`src/verilog/fetch_macros.svh`:
```
`ifndef FETCH_MACROS_SVH
`define FETCH_MACROS_SVH

// number of buffer entries, one 32-bit word each.
`define FB_DEPTH 8

// entry index width, log2 of the depth.
`define FB_INDEX_W 3

// prefetch stops while the halfword count is at or above this.
`define FB_LIMIT (2 * `FB_DEPTH - 2)

`endif
```
`src/verilog/mem_port_pkg.sv`:
```
package mem_port_pkg;

  // privilege mode sent along with every fetch.
  typedef logic [1:0] priv_mode_t;

  typedef logic [31:0] word_addr_t; // byte address.
  typedef logic [31:0] instr_word_t;

  // mode used for fetches until the first redirect.
  localparam priv_mode_t machine_mode = 2'b11;

endpackage

```
`src/verilog/fetch_buffer_pkg.sv`:
```
`include "fetch_macros.svh"

package fetch_buffer_pkg;
  import mem_port_pkg::*;

  // one buffer entry, 64 bits.
  typedef struct packed {
    logic        error;
    logic        valid;
    logic [29:0] tag;   // word address, byte address bits 31..2.
    instr_word_t data;
  } fb_entry_t;

  typedef logic [`FB_INDEX_W-1:0] fb_index_t;

  // halfwords fetched ahead of the core, two extra bits of headroom.
  typedef logic [`FB_INDEX_W+1:0] fb_count_t;

  typedef enum logic [1:0] {
    idle,
    active,
    control, // waiting for the memory before a redirect or fence.
    flush
  } fb_state_t;

endpackage

```
`src/verilog/fetch_buffer.sv`:
```
`timescale 1ns/1ns

module fetch_buffer
  import mem_port_pkg::*;
  import fetch_buffer_pkg::*;
(
  input  logic        clock,
  input  logic        reset,
  input  logic        req_valid,
  input  word_addr_t  req_addr,
  input  logic        req_fence,
  input  logic        req_spec,
  input  priv_mode_t  req_mode,
  output logic        resp_ready,
  output instr_word_t resp_rdata,
  output logic        resp_error,
  output logic        imem_valid,
  output word_addr_t  imem_addr,
  output priv_mode_t  imem_mode,
  input  logic        imem_ready,
  input  instr_word_t imem_rdata,
  input  logic        imem_error
);

  logic      wen;
  fb_index_t waddr;
  fb_entry_t wdata;
  fb_index_t raddr1;
  fb_index_t raddr2;
  fb_entry_t rdata1;
  fb_entry_t rdata2;

  fetch_buffer_ctrl ctrl_i (
    .clock      (clock),
    .reset      (reset),
    .req_valid  (req_valid),
    .req_addr   (req_addr),
    .req_fence  (req_fence),
    .req_spec   (req_spec),
    .req_mode   (req_mode),
    .resp_ready (resp_ready),
    .resp_rdata (resp_rdata),
    .resp_error (resp_error),
    .imem_valid (imem_valid),
    .imem_addr  (imem_addr),
    .imem_mode  (imem_mode),
    .imem_ready (imem_ready),
    .imem_rdata (imem_rdata),
    .imem_error (imem_error),
    .wen        (wen),
    .waddr      (waddr),
    .wdata      (wdata),
    .raddr1     (raddr1),
    .raddr2     (raddr2),
    .rdata1     (rdata1),
    .rdata2     (rdata2)
  );

  fetch_buffer_store store_i (
    .clock  (clock),
    .wen    (wen),
    .waddr  (waddr),
    .wdata  (wdata),
    .raddr1 (raddr1),
    .raddr2 (raddr2),
    .rdata1 (rdata1),
    .rdata2 (rdata2)
  );

endmodule

```
`src/verilog/fetch_buffer_ctrl.sv`:
```
`timescale 1ns/1ns

`include "fetch_macros.svh"

module fetch_buffer_ctrl
  import mem_port_pkg::*;
  import fetch_buffer_pkg::*;
(
  input  logic        clock,
  input  logic        reset,
  input  logic        req_valid,
  input  word_addr_t  req_addr,
  input  logic        req_fence,
  input  logic        req_spec,
  input  priv_mode_t  req_mode,
  output logic        resp_ready,
  output instr_word_t resp_rdata,
  output logic        resp_error,
  output logic        imem_valid,
  output word_addr_t  imem_addr,
  output priv_mode_t  imem_mode,
  input  logic        imem_ready,
  input  instr_word_t imem_rdata,
  input  logic        imem_error,
  output logic        wen,
  output fb_index_t   waddr,
  output fb_entry_t   wdata,
  output fb_index_t   raddr1,
  output fb_index_t   raddr2,
  input  fb_entry_t   rdata1,
  input  fb_entry_t   rdata2
);

  fb_state_t  state;
  fb_state_t  state_next;
  fb_count_t  count;
  fb_count_t  count_next;
  fb_count_t  count_fill;
  fb_count_t  step;
  fb_index_t  flush_idx;
  fb_index_t  flush_idx_next;
  logic       restart;      // next lookup address seeds the prefetch.
  logic       restart_next;
  logic       valid_next;
  word_addr_t addr_next;
  priv_mode_t mode_next;

  logic       ctl_fence;
  word_addr_t ctl_addr;
  priv_mode_t ctl_mode;

  word_addr_t next_addr;
  logic       lookup;
  logic       new_ctrl;
  logic       ctrl_pending;
  logic       ctrl_go;
  logic       ctrl_fence_now;
  word_addr_t ctrl_target;
  priv_mode_t ctrl_mode_now;
  logic       fill;
  fb_entry_t  fill_entry;
  logic       fwd1;
  logic       fwd2;
  fb_entry_t  ent1;
  fb_entry_t  ent2;
  logic       have1;
  logic       have2;
  logic       compressed;

  assign next_addr = req_addr + 32'd4;
  assign raddr1 = req_addr[`FB_INDEX_W+1:2];
  assign raddr2 = next_addr[`FB_INDEX_W+1:2];

  assign lookup = state == active && req_valid && !(req_fence || req_spec);
  assign new_ctrl = state == active && (req_fence || req_spec);
  assign ctrl_pending = new_ctrl || state == control;
  // an outstanding word has to come back before the address may change.
  assign ctrl_go = ctrl_pending && (!imem_valid || imem_ready);
  assign ctrl_fence_now = new_ctrl ? req_fence : ctl_fence;
  assign ctrl_target = new_ctrl ? req_addr : ctl_addr;
  assign ctrl_mode_now = new_ctrl ? req_mode : ctl_mode;

  assign fill = state == active && !new_ctrl && imem_valid && imem_ready;
  assign fill_entry = '{
    error: imem_error,
    valid: 1'b1,
    tag:   imem_addr[31:2],
    data:  imem_rdata
  };

  always_comb begin
    if (state == flush) begin
      wen = 1'b1;
      waddr = flush_idx;
      wdata = '0;
    end else begin
      wen = fill;
      waddr = imem_addr[`FB_INDEX_W+1:2];
      wdata = fill_entry;
    end
  end

  // a word arriving this cycle wins over the stored entry.
  assign fwd1 = fill && fill_entry.tag == req_addr[31:2];
  assign fwd2 = fill && fill_entry.tag == next_addr[31:2];
  assign ent1 = fwd1 ? fill_entry : rdata1;
  assign ent2 = fwd2 ? fill_entry : rdata2;
  assign have1 = ent1.valid && ent1.tag == req_addr[31:2];
  assign have2 = ent2.valid && ent2.tag == next_addr[31:2];

  always_comb begin
    resp_rdata = '0;
    resp_error = 1'b0;
    resp_ready = 1'b0;
    if (!req_addr[1]) begin
      resp_rdata = ent1.data;
      resp_error = ent1.error;
      resp_ready = lookup && have1;
    end else begin
      resp_rdata[15:0] = ent1.data[31:16];
      if (resp_rdata[1:0] != 2'b11) begin
        resp_error = ent1.error;
        resp_ready = lookup && have1;
      end else begin
        // upper half comes from the next word.
        resp_rdata[31:16] = ent2.data[15:0];
        resp_error = ent1.error || ent2.error;
        resp_ready = lookup && have1 && have2;
      end
    end
    if (resp_rdata[1:0] != 2'b11) begin
      resp_rdata[31:16] = '0; // compressed, zero extended.
    end
  end

  assign compressed = resp_rdata[1:0] != 2'b11;

  always_comb begin
    state_next = state;
    count_next = count;
    flush_idx_next = flush_idx;
    restart_next = restart;
    valid_next = imem_valid;
    addr_next = imem_addr;
    mode_next = imem_mode;
    step = compressed ? fb_count_t'(1) : fb_count_t'(2);
    count_fill = fill ? count + fb_count_t'(2) : count;
    if (ctrl_pending) begin
      if (!ctrl_go) begin
        state_next = control;
      end else if (ctrl_fence_now) begin
        state_next = flush;
        flush_idx_next = '0;
        valid_next = 1'b0;
      end else begin
        state_next = active;
        restart_next = 1'b0;
        addr_next = {ctrl_target[31:2], 2'b00};
        mode_next = ctrl_mode_now;
        count_next = '0;
        valid_next = 1'b1;
      end
    end else begin
      case (state)
        idle: begin
          state_next = active;
        end
        active: begin
          if (resp_ready && step <= count_fill) begin
            count_next = count_fill - step;
          end else begin
            count_next = count_fill;
          end
          if (fill) begin
            addr_next = imem_addr + 32'd4;
          end
          if (restart && lookup) begin
            restart_next = 1'b0;
            addr_next = {req_addr[31:2], 2'b00};
            mode_next = req_mode;
            count_next = '0;
          end
          valid_next = !restart_next && count_next < fb_count_t'(`FB_LIMIT);
        end
        flush: begin
          flush_idx_next = flush_idx + fb_index_t'(1);
          if (flush_idx == fb_index_t'(`FB_DEPTH - 1)) begin
            state_next = active;
            restart_next = 1'b1;
            count_next = '0;
          end
        end
        default: begin
          state_next = state;
        end
      endcase
    end
  end

  always_ff @(posedge clock) begin
    if (!reset) begin
      state <= idle;
      count <= '0;
      flush_idx <= '0;
      restart <= 1'b1;
      ctl_fence <= 1'b0;
      imem_valid <= 1'b0;
      imem_addr <= '0;
      imem_mode <= machine_mode;
    end else begin
      state <= state_next;
      count <= count_next;
      flush_idx <= flush_idx_next;
      restart <= restart_next;
      imem_valid <= valid_next;
      imem_addr <= addr_next;
      imem_mode <= mode_next;
      if (new_ctrl) begin
        ctl_fence <= req_fence;
      end
    end
  end

  // target of a redirect that has to wait for the memory.
  always_ff @(posedge clock) begin
    if (new_ctrl) begin
      ctl_addr <= req_addr;
      ctl_mode <= req_mode;
    end
  end

endmodule

```
`src/verilog/fetch_buffer_store.sv`:
```
`timescale 1ns/1ns

`include "fetch_macros.svh"

module fetch_buffer_store
  import fetch_buffer_pkg::*;
(
  input  logic      clock,
  input  logic      wen,
  input  fb_index_t waddr,
  input  fb_entry_t wdata,
  input  fb_index_t raddr1,
  input  fb_index_t raddr2,
  output fb_entry_t rdata1,
  output fb_entry_t rdata2
);

  fb_entry_t entries [0:`FB_DEPTH-1] = '{default: '0};

  // current word and the following word for spanning instructions.
  assign rdata1 = entries[raddr1];
  assign rdata2 = entries[raddr2];

  always_ff @(posedge clock) begin
    if (wen) begin
      entries[waddr] <= wdata;
    end
  end

endmodule

```
`config.mk`:
```
export PLATFORM = sky130hd
export DESIGN_NAME = fetch_buffer
export DESIGN_NICKNAME = d
export VERILOG_FILES = /design/src/verilog/mem_port_pkg.sv /design/src/verilog/fetch_buffer_pkg.sv /design/src/verilog/fetch_buffer.sv /design/src/verilog/fetch_buffer_ctrl.sv /design/src/verilog/fetch_buffer_store.sv
export VERILOG_INCLUDE_DIRS = /design/src /design/src/verilog
export SDC_FILE = /design/constraint.sdc
export NUM_CORES = 1
export LEC_CHECK = 0
export BUFFER_PORTS_ARGS = -buffer_cell sky130_fd_sc_hd__buf_2
export CAP_MARGIN = 30
export CORE_MARGIN = 3
export CORE_UTILIZATION = 50
export CTS_BUF_LIST = sky130_fd_sc_hd__clkbuf_2 sky130_fd_sc_hd__clkbuf_4 sky130_fd_sc_hd__clkbuf_8
export CTS_CLUSTER_DIAMETER = 150
export CTS_CLUSTER_SIZE = 30
export DETAILED_ROUTE_END_ITERATION = 16
export GPL_ROUTABILITY_DRIVEN = 0
export PLACE_DENSITY_LB_ADDON = 0.05
export SETUP_SLACK_MARGIN = 0.05
export SLEW_MARGIN = 25
export SYNTH_ARGS = -nofsm -noshare
export SYNTH_HDL_FRONTEND = slang
export SYNTH_HIERARCHICAL = 1
export SYNTH_SLANG_ARGS = --single-unit
```
`constraint.sdc`:
```
create_clock -name clock -period 7.19 [get_ports clock]
set_input_delay 0.719 -clock clock [delete_from_list [all_inputs] [get_ports clock]]
set_output_delay 0.719 -clock clock [all_outputs]
set_load 0.03 [all_outputs]
```
==> impl_metrics.tcl <==
set metrics [dict create \
    required_ns 6.47 \
    min_path_type "input port to flop" \
    io_pins 142 \
    cap_violations 0 \
    grt_overflow 0 \
    period_share_pct 90.4 \
    min_from "req_mode[1]" \
    startpoint_type "flop" \
    port_buffers 138 \
    yosys_warnings 6 \
    grt_usage_pct 25.9 \
    hold_viol 0 \
    die_w_um 256 \
    outcome "finished, final reports clean" \
    drt_iter0_markers 1752 \
    dr.pass1.iters 8 \
    fin_crit_ns 6.50 \
    worstMarginPinSlew_ns 0.986 \
    fmax_mhz 154 \
    reg2reg_from "ctrl_i/state[1]" \
    dp_hpwl_um 54800 \
    cts_sinks 589 \
    clock_latency_ns 0.70 \
    clockRootBuffer "clkbuf_8" \
    antenna_left 0 \
    wire_per_inst_um 28.6 \
    seq_power_share_pct 59.8 \
    post_cts_resize_count 0 \
    min_path_cells 2 \
    cts_buffer_depth 3 \
    synth_area_per_cell_um2 14.5 \
    cts_buffers 23 \
    rows 90 \
    layout_commonest_cell "edfxtp_1" \
    tns_ns 0 \
    route.detailed.drc 0 \
    fp.dieArea_um2 65300 \
    r2r-end "ctrl_i/count[4]" \
    antenna_found_initial 6 \
    setup_viol 0 \
    drive_above_1_share_pct 28.9 \
    nets 2257 \
    p_comb_share_pct 20.0 \
    rsz0062_at_grt "false" \
    cts_hold_buf 0 \
    most-common-layout-cells "edfxtp_1 (512), mux4_2 (224), mux2_2 (145), buf_2 (135), nand2_1 (123)" \
    post_cts_buffers 0 \
    timing.reg2reg.setup_slack_ns 1.37 \
    p_leak_nw 10.6 \
    via_count 19300 \
    crit_fanout 38 \
    end_kind "output port" \
    clock_skew_ns 0.0198 \
    grt_max_degree 99 \
    slew_violations 0 \
    vdd_ir_drop_max_mv 0.174 \
    switching_share_pct 28.4 \
    ctsHtreeMaxLevel 1 \
    syn_area_um2 31200 \
    crit_arrival_ns 5.78 \
    grt_pass1_vias 19600 \
    syn2layout_area_growth_pct 5.73 \
    timing.hold.ws_ns 0.276 \
    synthCells 2147 \
    crit_type "flop to output port" \
    power_density_nw_per_um2 199 \
    core-area_um2 61000 \
    r2r_cells 16 \
    die_y_um 256 \
    p_int_mw 4.69 \
    grt_pass1_wl_um 128000 \
    viasPerCell 6.40 \
    clk_pin_slew_ns 0.19 \
    cts_tree "done" \
    start_util_pct 51.0 \
    p_sw_mw 1.86 \
    slew_headroom_pct 34.0 \
    clkPwrFrac_pct 20.2 \
    hold_end "ctrl_i/ctl_mode[1]" \
    finalWirelength_um 86100 \
]
how the worst max path moves through the flow:
stage                    start                    end  slack, ns
2_1_floorplan  ctrl_i/state[0]  store_i/entries[0][0]       0.82
3_3_place_gp       req_addr[2]             resp_ready       0.96
3_5_place_dp       req_addr[2]             resp_ready       0.89
4_1_cts        ctrl_i/state[1]             resp_ready       0.72
5_1_grt        ctrl_i/state[1]             resp_ready       0.52
6_report       ctrl_i/state[1]             resp_ready       0.69
metal layers:
layer / part of all wire (%) / GRT usage, % / wire length (um) / up-vias
li1: - / - / - / 8436
met3: 6.1 / 3.01 / 5290 / 115
met5: 0.046 / 0 / 40 / -
met4: 2.7 / 6.34 / 2300 / 6
met2: 49 / 43.8 / 42100 / 701
met1: 42 / 36.3 / 36400 / 10000
power by group through the flow:
| stage | sequential (mW) | combinational (mW) | clock [mW] |
|---|---|---|---|
| 3_3_place_gp | 3.99 | 1.28 | 0 |
| 5_1_grt | 3.93 | 1.40 | 1.47 |
| 2_1_floorplan | 4.00 | 0.892 | 0 |
| 4_1_cts | 3.91 | 1.31 | 1.37 |
| 3_5_place_dp | 3.99 | 1.30 | 0 |
| 6_report | 3.91 | 1.31 | 1.32 |
critical path: stages (launching register included):
cell,delay [ns]
dfxtp_1,0.61
or4b_4,0.69
nor2_2,0.28
nand3_1,0.14
a2111oi_1,0.41
nand4_1,0.28
nor4b_4,0.76
buf_12,0.30
or3_1,0.16
o21ai_0,0.08
or4_1,0.44
nor4_2,0.21
a21oi_1,0.23
nor2_1,0.24
buf_2,0.24
state kept, by name, indices dropped and copies added, names as in the netlist:
name	flops
ctrl_i/flush_idx	3
ctrl_i/imem_addr	30
ctrl_i/imem_valid	1
ctrl_i/count	5
ctrl_i/imem_mode	2
ctrl_i/ctl_mode	2
ctrl_i/ctl_fence	1
store_i/entries	512
ctrl_i/state	2
ctrl_i/restart	1
ctrl_i/ctl_addr	30
through the flow:
| step | std cells | setup slack [ns] | util (%) | cell area, um2 | power (mW) |
|---|---|---|---|---|---|
| global placement | 2977 | 0.956 | 53.3 | 32500 | 5.27 |
| finish | 3013 | 0.691 | 54.0 | 32900 | 6.54 |
| floorplan | 2148 | 0.825 | - | 31200 | 4.89 |
| global route | 3012 | 0.524 | 54.0 | 32900 | 6.79 |
| CTS | 3011 | 0.720 | 54.0 | 32900 | 6.59 |
| detailed placement | 2979 | 0.893 | 53.3 | 32500 | 5.29 |
layout make-up:
type | instances | area, um2
fill | 5109 | 28100
sequential | 589 | 16900
multi-input combinational | 1349 | 13300
timing repair buffer | 194 | 1230
tap | 828 | 1040
clock buffer | 29 | 362
inverter | 19 | 76.3
clock inverter | 3 | 26.3
antenna | 2 | 5.00
Note: power is estimated with default switching activity, not from simulation.
